`config.mk`:
```
export PLATFORM = sky130hd
export DESIGN_NAME = mist_base
export DESIGN_NICKNAME = d
export VERILOG_FILES = /design/src/mist_pkg.sv /design/src/spi_byte_rx.sv /design/src/user_io_decode.sv /design/src/data_io_decode.sv /design/src/video_mix.sv /design/src/video_out.sv /design/src/mist_base.sv
export SDC_FILE = /design/constraint.sdc
export NUM_CORES = 1
export LEC_CHECK = 0
export BUFFER_PORTS_ARGS = -buffer_cell sky130_fd_sc_hd__buf_2
export CELL_PAD_IN_SITES_DETAIL_PLACEMENT = 0
export CELL_PAD_IN_SITES_GLOBAL_PLACEMENT = 1
export CORE_MARGIN = 4
export CORE_UTILIZATION = 30
export CTS_BUF_LIST = sky130_fd_sc_hd__clkbuf_4 sky130_fd_sc_hd__clkbuf_8
export CTS_CLUSTER_DIAMETER = 40
export CTS_CLUSTER_SIZE = 28
export DETAILED_ROUTE_END_ITERATION = 8
export PLACE_DENSITY_LB_ADDON = 0.12
export SKIP_CTS_REPAIR_TIMING = 1
export SLEW_MARGIN = 20
export SYNTH_ARGS = -nofsm -noshare
export SYNTH_HDL_FRONTEND = slang
export SYNTH_SLANG_ARGS = --single-unit
```
`constraint.sdc`:
```
create_clock -name clk -period 7.3 [get_ports clk]
set_clock_uncertainty 0.1 [all_clocks]
set_input_delay 0.73 -clock clk [delete_from_list [all_inputs] [get_ports clk]]
set_output_delay 0.73 -clock clk [all_outputs]
set_load 0.02 [all_outputs]
```
`src/mist_pkg.sv`:
```
package mist_pkg;

    // Native game video with 4 bits per colour
    typedef struct packed {
        logic [3:0] r;
        logic [3:0] g;
        logic [3:0] b;
        logic       hs;
        logic       vs;
    } game_video_t;

    // Scan-doubled video coming back from the board
    typedef struct packed {
        logic [5:0] r;
        logic [5:0] g;
        logic [5:0] b;
        logic       hs;
        logic       vs;
    } board_video_t;

    typedef struct packed {
        logic [5:0] r;
        logic [5:0] g;
        logic [5:0] b;
        logic       hs;
        logic       vs;
    } vga_t;

    typedef struct packed {
        logic [5:0] r;
        logic [5:0] g;
        logic [5:0] b;
        logic       hsync;
        logic       vsync;
        logic       csync;
        logic       ypbpr;
        logic       bypass;  // Composite sync on HS and VS tied high
    } mix_t;

    typedef struct packed {
        logic [31:0] status;
        logic [31:0] joystick1;
        logic [31:0] joystick2;
        logic        ypbpr;
        logic        scandoubler_disable;
    } cfg_t;

    typedef struct packed {
        logic [7:0] data;
        logic       first;  // First byte after select fall
    } spi_byte_t;

    // User I/O commands
    localparam logic [7:0] CMD_JOY1   = 8'h01;
    localparam logic [7:0] CMD_JOY2   = 8'h02;
    localparam logic [7:0] CMD_STATUS = 8'h1E;
    localparam logic [7:0] CMD_VMODE  = 8'h23;

    // Download commands
    localparam logic [7:0] DL_START = 8'h54;
    localparam logic [7:0] DL_END   = 8'h55;
    localparam logic [7:0] DL_DATA  = 8'h56;

    // Boards start out with the scan doubler off
    localparam cfg_t CFG_RESET = '{
        status:              32'd0,
        joystick1:           32'd0,
        joystick2:           32'd0,
        ypbpr:               1'b0,
        scandoubler_disable: 1'b1
    };

endpackage

```
`src/spi_byte_rx.sv`:
```
`timescale 1ns/1ps

module spi_byte_rx import mist_pkg::*; (
    input  logic      clk,
    input  logic      reset_i,
    input  logic      spi_sck_i,
    input  logic      spi_di_i,
    input  logic      spi_ss_i,      // Active low select
    output spi_byte_t byte_o,
    output logic      byte_valid_o
);

    logic [1:0] sck_sync, di_sync, ss_sync;
    logic       sck_q;
    logic       ss_q;
    logic [7:0] shift_q;
    logic [2:0] bit_cnt;
    logic       first_q;
    logic       sck_rise;
    logic       ss_fall;

    assign sck_rise = sck_sync[1] & ~sck_q;
    assign ss_fall  = ss_q & ~ss_sync[1];

    // Two-stage synchronizers on all SPI pins
    always_ff @(posedge clk) begin
        if (reset_i) begin
            sck_sync <= 2'b00;
            di_sync  <= 2'b00;
            ss_sync  <= 2'b11;
            sck_q    <= 1'b0;
            ss_q     <= 1'b1;
        end else begin
            sck_sync <= {sck_sync[0], spi_sck_i};
            di_sync  <= {di_sync[0], spi_di_i};
            ss_sync  <= {ss_sync[0], spi_ss_i};
            sck_q    <= sck_sync[1];
            ss_q     <= ss_sync[1];
        end
    end

    always_ff @(posedge clk) begin
        if (reset_i) begin
            bit_cnt      <= 3'd0;
            first_q      <= 1'b0;
            byte_valid_o <= 1'b0;
        end else begin
            byte_valid_o <= 1'b0;
            if (ss_fall) first_q <= 1'b1;
            if (ss_sync[1]) begin
                bit_cnt <= 3'd0;      // Idle while deselected
            end else if (sck_rise) begin
                bit_cnt <= bit_cnt + 3'd1;
                if (bit_cnt == 3'd7) begin
                    byte_valid_o <= 1'b1;
                    first_q      <= 1'b0;
                end
            end
        end
    end

    // MSB first shift with the byte captured on the eighth bit
    always_ff @(posedge clk) begin
        if (!ss_sync[1] && sck_rise) begin
            shift_q <= {shift_q[6:0], di_sync[1]};
            if (bit_cnt == 3'd7) begin
                byte_o.data  <= {shift_q[6:0], di_sync[1]};
                byte_o.first <= first_q;
            end
        end
    end

endmodule

```
`src/user_io_decode.sv`:
```
`timescale 1ns/1ps

module user_io_decode import mist_pkg::*; (
    input  logic      clk,
    input  logic      reset_i,
    input  spi_byte_t byte_i,
    input  logic      byte_valid_i,
    output cfg_t      cfg_o
);

    logic [7:0]  cmd_q;
    logic [2:0]  idx_q;        // Data bytes taken so far
    logic [31:0] stage_q;
    logic [31:0] stage_nxt;
    logic [2:0]  cmd_len;
    logic        data_byte;
    logic        last_byte;

    // Payload length per command
    always_comb begin
        case (cmd_q)
            CMD_JOY1,
            CMD_JOY2,
            CMD_STATUS: cmd_len = 3'd4;
            CMD_VMODE:  cmd_len = 3'd1;
            default:    cmd_len = 3'd0;  // Unknown command takes nothing
        endcase
    end

    // Little endian fill of the staging word
    always_comb begin
        stage_nxt = stage_q;
        stage_nxt[{idx_q[1:0], 3'b000} +: 8] = byte_i.data;
    end

    assign data_byte = !byte_i.first && (idx_q < cmd_len);
    assign last_byte = data_byte && (idx_q == cmd_len - 3'd1);

    always_ff @(posedge clk) begin
        if (byte_valid_i && data_byte) begin
            stage_q <= stage_nxt;
        end
    end

    always_ff @(posedge clk) begin
        if (reset_i) begin
            cmd_q <= 8'd0;
            idx_q <= 3'd0;
            cfg_o <= CFG_RESET;
        end else if (byte_valid_i) begin
            if (byte_i.first) begin
                cmd_q <= byte_i.data;
                idx_q <= 3'd0;
            end else if (data_byte) begin
                idx_q <= idx_q + 3'd1;
            end

            // Fields change only once complete
            if (last_byte) begin
                case (cmd_q)
                    CMD_JOY1:   cfg_o.joystick1 <= stage_nxt;
                    CMD_JOY2:   cfg_o.joystick2 <= stage_nxt;
                    CMD_STATUS: cfg_o.status    <= stage_nxt;
                    CMD_VMODE: begin
                        cfg_o.ypbpr               <= byte_i.data[0];
                        cfg_o.scandoubler_disable <= byte_i.data[1];
                    end
                    default: ;
                endcase
            end
        end
    end

endmodule

```
`src/data_io_decode.sv`:
```
`timescale 1ns/1ps

module data_io_decode import mist_pkg::*; #(
    parameter int AW = 22
) (
    input  logic          clk,
    input  logic          reset_i,
    input  spi_byte_t     byte_i,
    input  logic          byte_valid_i,
    output logic          downloading_o,
    output logic          ioctl_wr_o,
    output logic [AW-1:0] ioctl_addr_o,
    output logic [7:0]    ioctl_data_o
);

    logic [7:0] cmd_q;
    logic       rom_byte;

    // Data byte inside a DL_DATA select while downloading
    assign rom_byte = byte_valid_i && !byte_i.first &&
                      (cmd_q == DL_DATA) && downloading_o;

    always_ff @(posedge clk) begin
        if (reset_i) begin
            cmd_q <= 8'd0;
        end else if (byte_valid_i && byte_i.first) begin
            cmd_q <= byte_i.data;
        end
    end

    always_ff @(posedge clk) begin
        if (reset_i) begin
            downloading_o <= 1'b0;
        end else if (byte_valid_i && byte_i.first) begin
            if (byte_i.data == DL_START) begin
                downloading_o <= 1'b1;
            end else if (byte_i.data == DL_END) begin
                downloading_o <= 1'b0;
            end
        end
    end

    // One cycle write pulse per ROM byte
    always_ff @(posedge clk) begin
        if (reset_i) begin
            ioctl_wr_o <= 1'b0;
        end else begin
            ioctl_wr_o <= rom_byte;
        end
    end

    always_ff @(posedge clk) begin
        if (rom_byte) ioctl_data_o <= byte_i.data;
    end

    // Address moves on once the write has been seen
    always_ff @(posedge clk) begin
        if (reset_i) begin
            ioctl_addr_o <= '0;
        end else begin
            if (ioctl_wr_o) begin
                ioctl_addr_o <= ioctl_addr_o + 1'b1;
            end
            if (byte_valid_i && byte_i.first && byte_i.data == DL_START) begin
                ioctl_addr_o <= '0;
            end
        end
    end

endmodule

```
`src/video_mix.sv`:
```
`timescale 1ns/1ps

module video_mix import mist_pkg::*; (
    input  logic         clk,
    input  logic         reset_i,
    input  game_video_t  game_i,
    input  board_video_t board_i,
    input  cfg_t         cfg_i,
    output mix_t         mix_o
);

    logic [5:0] r_sel;
    logic [5:0] g_sel;
    logic [5:0] b_sel;
    logic       hsync;
    logic       vsync;
    logic       csync;
    logic       bypass;

    // Game video goes straight out when the scan doubler is off
    always_comb begin
        if (cfg_i.scandoubler_disable) begin
            r_sel = {game_i.r, game_i.r[3:2]};  // Stretch 4 to 6 bits
            g_sel = {game_i.g, game_i.g[3:2]};
            b_sel = {game_i.b, game_i.b[3:2]};
            hsync = ~game_i.hs;
            vsync = ~game_i.vs;
        end else begin
            r_sel = board_i.r;
            g_sel = board_i.g;
            b_sel = board_i.b;
            hsync = board_i.hs;
            vsync = board_i.vs;
        end
    end

    assign csync  = ~(hsync ^ vsync);
    // 15 kHz modes and YPbPr want composite sync
    assign bypass = cfg_i.scandoubler_disable | cfg_i.ypbpr;

    always_ff @(posedge clk) begin
        if (reset_i) begin
            mix_o <= '0;
        end else begin
            mix_o.r      <= r_sel;
            mix_o.g      <= g_sel;
            mix_o.b      <= b_sel;
            mix_o.hsync  <= hsync;
            mix_o.vsync  <= vsync;
            mix_o.csync  <= csync;
            mix_o.ypbpr  <= cfg_i.ypbpr;
            mix_o.bypass <= bypass;
        end
    end

endmodule

```
`src/video_out.sv`:
```
`timescale 1ns/1ps

module video_out import mist_pkg::*; (
    input  logic clk,
    input  logic reset_i,
    input  mix_t mix_i,
    output vga_t vga_o
);

    logic signed [13:0] r_s, g_s, b_s;
    logic        [12:0] y_sum;
    logic signed [13:0] pb_sum, pr_sum;
    logic signed [13:0] y_val, pb_val, pr_val;

    function automatic logic [5:0] clamp6(input logic signed [13:0] v);
        if (v < 14'sd0) begin
            return 6'd0;
        end else if (v > 14'sd63) begin
            return 6'd63;
        end
        return v[5:0];
    endfunction

    assign r_s = signed'({8'd0, mix_i.r});
    assign g_s = signed'({8'd0, mix_i.g});
    assign b_s = signed'({8'd0, mix_i.b});

    // Luma weights sum to 64
    assign y_sum = 13'd19 * {7'd0, mix_i.r} + 13'd38 * {7'd0, mix_i.g}
                 + 13'd7 * {7'd0, mix_i.b};
    assign y_val = signed'({1'b0, y_sum >> 6});

    // Arithmetic shift floors the colour difference toward minus infinity
    assign pb_sum = (b_s <<< 5) - 14'sd11 * r_s - 14'sd21 * g_s;
    assign pr_sum = (r_s <<< 5) - 14'sd27 * g_s - 14'sd5 * b_s;
    assign pb_val = (pb_sum >>> 7) + 14'sd32;
    assign pr_val = (pr_sum >>> 7) + 14'sd32;

    always_ff @(posedge clk) begin
        if (reset_i) begin
            vga_o <= '0;
        end else begin
            if (mix_i.ypbpr) begin
                vga_o.r <= clamp6(pr_val);  // Pr on red pin
                vga_o.g <= clamp6(y_val);
                vga_o.b <= clamp6(pb_val);
            end else begin
                vga_o.r <= mix_i.r;
                vga_o.g <= mix_i.g;
                vga_o.b <= mix_i.b;
            end
            // SCART cables switch to RGB with VS high
            vga_o.hs <= mix_i.bypass ? mix_i.csync : mix_i.hsync;
            vga_o.vs <= mix_i.bypass ? 1'b1 : mix_i.vsync;
        end
    end

endmodule

```
`src/mist_base.sv`:
```
`timescale 1ns/1ps

module mist_base import mist_pkg::*; #(
    parameter int AW = 22        // ROM download address width
) (
    input  logic          clk,
    input  logic          reset_i,
    // SPI from the I/O controller
    input  logic          spi_sck_i,
    input  logic          spi_di_i,
    input  logic          conf_data0_i,
    input  logic          spi_ss2_i,
    // Video
    input  game_video_t   game_i,
    input  board_video_t  board_i,
    output vga_t          vga_o,
    // Control
    output logic [31:0]   status_o,
    output logic [31:0]   joystick1_o,
    output logic [31:0]   joystick2_o,
    // ROM download
    output logic          downloading_o,
    output logic [AW-1:0] ioctl_addr_o,
    output logic [7:0]    ioctl_data_o,
    output logic          ioctl_wr_o
);

    spi_byte_t user_byte, data_byte;
    logic      user_valid, data_valid;
    cfg_t      cfg;
    mix_t      mix;

    assign status_o    = cfg.status;
    assign joystick1_o = cfg.joystick1;
    assign joystick2_o = cfg.joystick2;

    spi_byte_rx u_user_rx (
        .clk          ( clk          ),
        .reset_i      ( reset_i      ),
        .spi_sck_i    ( spi_sck_i    ),
        .spi_di_i     ( spi_di_i     ),
        .spi_ss_i     ( conf_data0_i ),
        .byte_o       ( user_byte    ),
        .byte_valid_o ( user_valid   )
    );

    spi_byte_rx u_data_rx (
        .clk          ( clk          ),
        .reset_i      ( reset_i      ),
        .spi_sck_i    ( spi_sck_i    ),
        .spi_di_i     ( spi_di_i     ),
        .spi_ss_i     ( spi_ss2_i    ),
        .byte_o       ( data_byte    ),
        .byte_valid_o ( data_valid   )
    );

    user_io_decode u_user_io (
        .clk          ( clk        ),
        .reset_i      ( reset_i    ),
        .byte_i       ( user_byte  ),
        .byte_valid_i ( user_valid ),
        .cfg_o        ( cfg        )
    );

    data_io_decode #(.AW(AW)) u_data_io (
        .clk           ( clk           ),
        .reset_i       ( reset_i       ),
        .byte_i        ( data_byte     ),
        .byte_valid_i  ( data_valid    ),
        .downloading_o ( downloading_o ),
        .ioctl_wr_o    ( ioctl_wr_o    ),
        .ioctl_addr_o  ( ioctl_addr_o  ),
        .ioctl_data_o  ( ioctl_data_o  )
    );

    video_mix u_video_mix (
        .clk     ( clk     ),
        .reset_i ( reset_i ),
        .game_i  ( game_i  ),
        .board_i ( board_i ),
        .cfg_i   ( cfg     ),
        .mix_o   ( mix     )
    );

    video_out u_video_out (
        .clk     ( clk     ),
        .reset_i ( reset_i ),
        .mix_i   ( mix     ),
        .vga_o   ( vga_o   )
    );

endmodule

```
==> results by group, run 1 <==
Yosys
  – Mapped Cells: about 1500
  – Cell Area, Synth: approximately 15000 um^2
  – Main area contributors after synthesis: dfxtp_1, edfxtp_1, ha_1, mux2i_1, fa_1
  – Main synth FF type: dfxtp_1
  – Mapped Nets: ~1800
  – Synth cell types: 59
  – Warnings, synthesis: 0
  – Syn Area/Cell: ~9.9 um^2
  – Share of the yosys chip area belonging to registers: 0.412
  – Seq cells post-synth: ~280
  – Async SR Flop Fraction: 0
  – Top cell type's share of synthesized area: 0.270
  – EDFF count, synth: ~70
  – Synth area leader: dfxtp_1

GRT
  – Largest net degree at the start of global routing: 90
  – Vias in the first global route: about 11000
  – First-pass GRT wire length: about 60000 um
  – Antenna violations before repair: 0
  – Total gr overflow: 0
  – Gr usage total: 0.140

Critical path
  – R2r setup slk: between 1 and 1.5 ns
  – WP depth: 24
  – Top cell family by delay on the critical path: adder cells
  – Worst Path Buf+Inv: 4
  – Worst setup path end: u_video_out.vga_o[16]
  – Slowest Stage Delay on Critical Path: just over 0.5 ns
  – R2R cell count: 24
  – CP max-delay cell: fa_1
  – Crit path cell chain: ha_1 -> fa_1 -> inv_1 -> fa_1 -> inv_1 -> ha_1 -> o21ai_0 -> a21boi_0 -> o21ai_0 -> nor2b_1 -> xnor2_1 -> fa_1 -> inv_1 -> ha_1 -> and3_1 -> and2_1 -> o21ai_0 -> o211ai_1 -> nand2b_1 -> inv_1 -> ha_1 -> or3b_2 -> a221oi_1 -> nor3_1
  – Element type at the critical path end: flip-flop
  – Crit Path Max Fanout: 6
  – Critical Path AT: approximately 6.6 ns
  – Crit path launch type: flip-flop
  – RR Endpoint: u_video_out.vga_o[16]
  – WP data required: about 7.7 ns
  – Crit path kind: flip-flop to flip-flop
  – R2r startpoint: u_video_mix.mix_o[13]
  – Critical Path Source: u_video_mix.mix_o[13]

Floorplanning
  – Die Wd: around 230 um
  – Starting density of the core: 0.303
  – # IOs: roughly 190
  – Placeable Area: approximately 50000 um^2
  – Total die area: ~54000 um^2
  – Die Span Y: about 230 um
  – # rows: between 80 and 90

Final layout
  – Inserted Diodes: 0
  – Share of post-route cells with drive strength above 1: 0.188
  – Multi-input logic area: roughly 7400 um^2
  – Final Instance Area: ~17000 um^2
  – Utilization after layout: 0.345
  – # nets final: roughly 1900
  – Area growth from synthesis to layout: 13.8%
  – Register area: around 6300 um^2
  – Fillers: about 5300

Clocking
  – TritonCTS buffer count: 52
  – CTS max path bufs: 3
  – H-Tree Depth: 2
  – Clock sinks: around 280
  – CTS tree: done
  – Worst-Skew Late Latency: 0.64 ns
  – Root buffer cell: clkbuf_8
  – Clk slew on worst S/H paths: roughly 0.070 ns

Place
  – DP Area: ~16000 um^2
  – DP Worst Slack: around 1.1 ns
  – Routability cong.: around 0.75
  – Post-detailed-placement half-perimeter wirelength: 27600 um
  – IO Port Bufs: around 190

Timing
  – Final worst slack: between 1 and 1.5 ns
  – Final hold violation count: 0
  – RSZ-0062 raised after global routing: no
  – Tcrit/Tclk final: 0.851
  – Slew at the pin closest to its max-slew limit: about 1.1 ns
  – Final min period: slightly above 6 ns
  – Setup-failing EPs final: 0
  – TNS Setup: 0 ns
  – Pins Over Slew Limit: 0
  – Slew headroom: 0.244
  – Max Fclk: around 0.16 GHz

Drt
  – DRC: 0
  – Vias: about 10000
  – Detailed Routing Iterations Pass 1: 5
  – Routed Antenna Nets: 0
  – DRT iter0 DRCs: 398
  – Via density: 4.44
  – Routed wire per std cell: 16.0 um
  – Final WL: roughly 38000 um

Power
  – Pwr Total: about 4.2 mW
  – VDD IR-drop max: approximately 0.13 mV
  – Power per cell area: approximately 240 nW/um^2
  – Leakage dissipation: 7.68 nW

Run
  – Maxcap violations: 0

Status
  – Status: completed

Worst hold path
  – Hold Crit Class: input pin to flip-flop
  – Worst hold start: conf_data0_i
[cells in the mapped netlist (13+ instances only)]
| library cell | count |
|---|---|
| dfxtp_1 | 205 |
| nor2_1 | 184 |
| inv_1 | 151 |
| ha_1 | 150 |
| mux2i_1 | 107 |
| nand2_1 | 103 |
| buf_4 | 96 |
| edfxtp_1 | 72 |
| a21oi_1 | 70 |
| o21ai_0 | 60 |
| fa_1 | 45 |
| clkbuf_1 | 34 |
| xnor2_1 | 31 |
| xor2_1 | 26 |
| nor3_1 | 24 |
| nand2b_1 | 19 |
| nand3_1 | 19 |
| nor2b_1 | 17 |
| nand4_1 | 13 |
| or2_2 | 13 |
[sequential cells by signal, indices dropped and copies added, names as in the netlist, 3 cells and up]
name	count
u_user_io.stage_q	32
u_user_io.cmd_q	8
u_data_io.cmd_q	8
u_data_rx.byte_o	9
u_user_rx.bit_cnt	3
u_video_out.vga_o	20
u_video_mix.mix_o	23
u_data_rx.shift_q	7
u_data_rx.bit_cnt	3
u_user_rx.shift_q	7
u_data_io.ioctl_addr_o	22
u_data_io.ioctl_data_o	8
u_user_io.cfg_o	98
u_user_io.idx_q	3
u_user_rx.byte_o	9
[cell usage in the layout (no fill, tap or decap), drive strengths merged, types with 64 or more instances in the layout]
master / Yosys / routed
a21oi: 70 / 70
buf: 108 / 197
clkbuf: 34 / 64
dfxtp: 205 / 205
edfxtp: 72 / 72
ha: 150 / 150
inv: 151 / 169
mux2i: 107 / 107
nand2: 103 / 103
nor2: 184 / 184
[layout make-up]
cell class                      count  share of cell area
Clock buffer                       64              0.0483
Clock inverter                     33              0.0206
Inverter                          151              0.0327
Multi-Input combinational cell    970               0.430
Sequential cell                   277               0.362
Tap cell                          672              0.0485
Timing Repair Buffer              197              0.0587
[logic make-up after synthesis]
kind of cell | Yosys count | synth area share
AOI/OAI and AO/OA | 181 | 0.0698
xor gates and xnor gates | 58 | 0.0339
adders and majority gates | 195 | 0.182
buffers and inverters | 293 | 0.101
DFF | 277 | 0.412
muxes | 107 | 0.0704
and+or+nand+nor | 429 | 0.131
[through the flow]
stage / std cells / hold WS, ns
CTS: 2364 / 0.0997
detailed placement: 2267 / 0.304
global placement: 2267 / 0.303
finish: 2364 / 0.176
global route: 2364 / 0.114
floorplan: 1540 / 0.289
[worst reg2reg max path: cells and delay by family (launching register included)]
kind                       cells  cell delay, ns
AOI/OAI and AO/OA              6            1.15
xor gates and xnor gates       1            0.14
DFF                            1            0.46
and+or+nand+nor                6            1.19
buffers and inverters          4            0.18
adders and majority gates      7            2.87
[power by group]
| group | switching, mW | internal [mW] |
|---|---|---|
| Sequential | 0.0249 | 1.58 |
| Clock | 0.784 | 0.918 |
| Combinational | 0.487 | 0.360 |
[worst min-delay path by stage]
stage                     depth (start not counted)                   end  slack [ns]
after global placement                            0   u_data_rx.byte_o[8]        0.30
final                                             2  u_user_rx.ss_sync[0]        0.18
after global routing                              2  u_data_rx.ss_sync[0]        0.11
after CTS                                         2  u_user_rx.ss_sync[0]         0.1
after floorplan                                   1  u_data_rx.ss_sync[1]        0.29
after detailed placement                          1  u_data_rx.ss_sync[1]        0.30
[routing by layer]
layer | vias to the layer above | global-route usage | routed length [um]
li1 | 5305 | - | -
met1 | 4931 | 0.184 | 17700
met2 | 194 | 0.229 | 17500
met3 | 61 | 0.0313 | 1780
met4 | 0 | 0.0446 | 909
met5 | - | 0 | 0
No activity file was read; power rests on OpenSTA's default activity.
==> run 2, diff against run 1 <==
- clock period: 7.3 -> 5.4 ns (I/O delays scaled with it)
==> results by group, run 2 (synthesis results as in run 1) <==
Power
  – Internal power: roughly 4.4 mW
  – Clk network pwr share: 0.432
  – Comb pwr share: 0.218
  – Leakage dissipation: 8.07 nW
  – Switching Share: 0.293
  – Power per cell area: roughly 340 nW/um^2
  – VDD IR-drop max: between 0.15 and 0.2 mV
  – NetSw: 1.81 mW
  – Sequential Power Share: 0.350

Clocking
  – CTS max path bufs: 3
  – H-Tree Depth: 2
  – Worst-Skew Late Latency: ~0.64 ns
  – TritonCTS buffer count: 52
  – Clk slew on worst S/H paths: approximately 0.05 ns
  – Clock sinks: around 280
  – CTS tree: done
  – Root buffer cell: clkbuf_8

Final layout
  – Area growth from synthesis to layout: 19.3%
  – Share of post-route cells with drive strength above 1: 0.227
  – Inserted Diodes: 0
  – # nets final: ~1900
  – Most frequent cells in the layout: dfxtp_1, buf_2, nor2_1
  – Number of flip-flops in the largest register: a little under 100
  – Final non-filler cell total: about 2400
  – Top reg by flops: u_user_io.cfg_o
  – Top Registers: u_user_io.cfg_o x98, u_user_io.stage_q x32, u_video_mix.mix_o x23
  – Most common cell after layout, fill and taps aside: dfxtp_1

Drt
  – Via density: between 4 and 5
  – Vias: 10600
  – Met1 wire length: between 15000 and 20000 um
  – DRT iter0 DRCs: between 400 and 500
  – Final WL: approximately 38000 um
  – DR top layer: met4
  – Routed Antenna Nets: 0
  – Routed met2 length: approximately 18000 um
  – DRC: 0
  – Routed wire per std cell: approximately 16 um
  – Detailed Routing Iterations Pass 1: 5
  – WL met3: about 2100 um

Critical path
  – CP most frequent cell: ha_4
  – Critical Path Source: u_video_mix.mix_o[13]
  – Element type at the critical path end: flip-flop
  – R2r startpoint: u_video_mix.mix_o[13]
  – R2R cell count: 24
  – R2r setup slk: slightly below 0.2 ns
  – WP depth: 24
  – Crit path kind: flip-flop to flip-flop
  – Worst Path Buf+Inv: 4
  – Top cell family by delay on the critical path: adder cells
  – Crit path launch type: flip-flop
  – Slowest Stage Delay on Critical Path: between 0.4 and 0.5 ns
  – Critical Path AT: 5.60 ns
  – CP max-delay cell: fa_1
  – Crit Path Max Fanout: 3
  – Crit path cell chain: ha_4 -> fa_1 -> inv_1 -> fa_1 -> inv_2 -> ha_4 -> o21ai_2 -> a21boi_1 -> o21ai_1 -> nor2b_4 -> xnor2_2 -> fa_1 -> inv_2 -> ha_4 -> and3_4 -> and2_4 -> o21ai_2 -> o211ai_1 -> nand2b_1 -> buf_6 -> ha_4 -> or3b_4 -> a221oi_2 -> nor3_2
  – WP data required: 5.79 ns

Timing
  – Pins Over Slew Limit: 0
  – Slew headroom: 0.270
  – Final min period: around 5.2 ns
  – Setup-failing EPs final: 0
  – RSZ-0062 raised after global routing: yes
  – Slew at the pin closest to its max-slew limit: about 1.1 ns
  – Final worst slack: about 0.19 ns
  – Tcrit/Tclk final: 0.964
  – Final hold violation count: 0
  – Max Fclk: 0.192 GHz

Floorplanning
  – Die Span Y: around 230 um
  – Die Wd: ~230 um
  – Placeable Area: 50200 um^2
  – Starting density of the core: 0.303
  – Total die area: roughly 54000 um^2
  – # IOs: 188
  – # rows: a little over 80

GRT
  – Gr usage total: 0.140
  – First-pass GRT wire length: between 60000 and 70000 um
  – Antenna violations before repair: 3
  – Vias in the first global route: roughly 11000
  – Largest net degree at the start of global routing: 87
  – Total gr overflow: 0

Worst hold path
  – Worst hold start: game_i[11]
  – Hold path depth: 3
  – Hold Crit Class: input pin to flip-flop

Place
  – DP Cell Count: 2306
  – IO Port Bufs: 187
  – Routability cong.: roughly 0.78
  – DP Worst Slack: -0.0469 ns
  – Post-detailed-placement half-perimeter wirelength: 28000 um

Status
  – Status: completed

Run
  – Maxcap violations: 0
[run 2: changes by cell type in the layout (fill, tap and decap cells not counted), moves of 4 or more]
cell | before | now
clkinv_8 | 0 | 4
clkinvlp_4 | 6 | 2
clkbuf_4 | 7 | 3
bufinv_16 | 3 | 11
ha_1 | 150 | 140
o21ai_0 | 60 | 55
buf_4 | 10 | 50
inv_6 | 12 | 3
clkinv_4 | 5 | 9
dlygate4sd3_1 | 0 | 5
ha_4 | 0 | 10
[run 2: tightest hold or removal path, cell delays in order]
cell,delay [ns]
buf_2,0.07
mux2i_1,0.06
nor2_1,0.07
[run 2: per-layer routing]
| metal | global-route usage | vias to the layer above |
|---|---|---|
| li1 | - | 5398 |
| met1 | 0.183 | 4914 |
| met2 | 0.230 | 211 |
| met3 | 0.0350 | 47 |
| met4 | 0.0385 | 0 |
| met5 | 0 | - |
[run 2: worst paths after layout]
check                          endpoint
hold / removal    u_video_mix.mix_o[20]
setup / recovery  u_video_out.vga_o[16]
setup reg to reg  u_video_out.vga_o[16]
hold reg to reg    u_data_rx.ss_sync[1]
[run 2: power groups by stage]
stage	clock (mW)	sequential [mW]	combinational, mW
floorplan	0	2.21	0.894
global placement	0	2.21	1.27
detailed placement	0	2.21	1.27
CTS	2.78	2.16	1.28
global route	2.87	2.16	1.55
finish	2.67	2.16	1.35
[run 2: cell type report]
class	count	area, um^2
Clock inverter	36	586
Tap cell	672	841
Sequential cell	277	6270
Clock buffer	61	821
Timing Repair Buffer	244	1400
Multi-Input combinational cell	970	7690
Fill cell	5130	32000
Inverter	151	567
[run 2: metrics by stage]
step	TNS (ns)	power, mW	util	hold slack, ns	area, um^2
floorplan	0	3.11	-	0.289	15300
global placement	-0.00570	3.48	0.329	0.304	16500
detailed placement	-0.0469	3.48	0.329	0.299	16500
CTS	-0.0900	6.23	0.357	-0.0788	17900
global route	-0.0121	6.58	0.362	0.0339	18200
finish	0	6.18	0.362	0.0709	18200
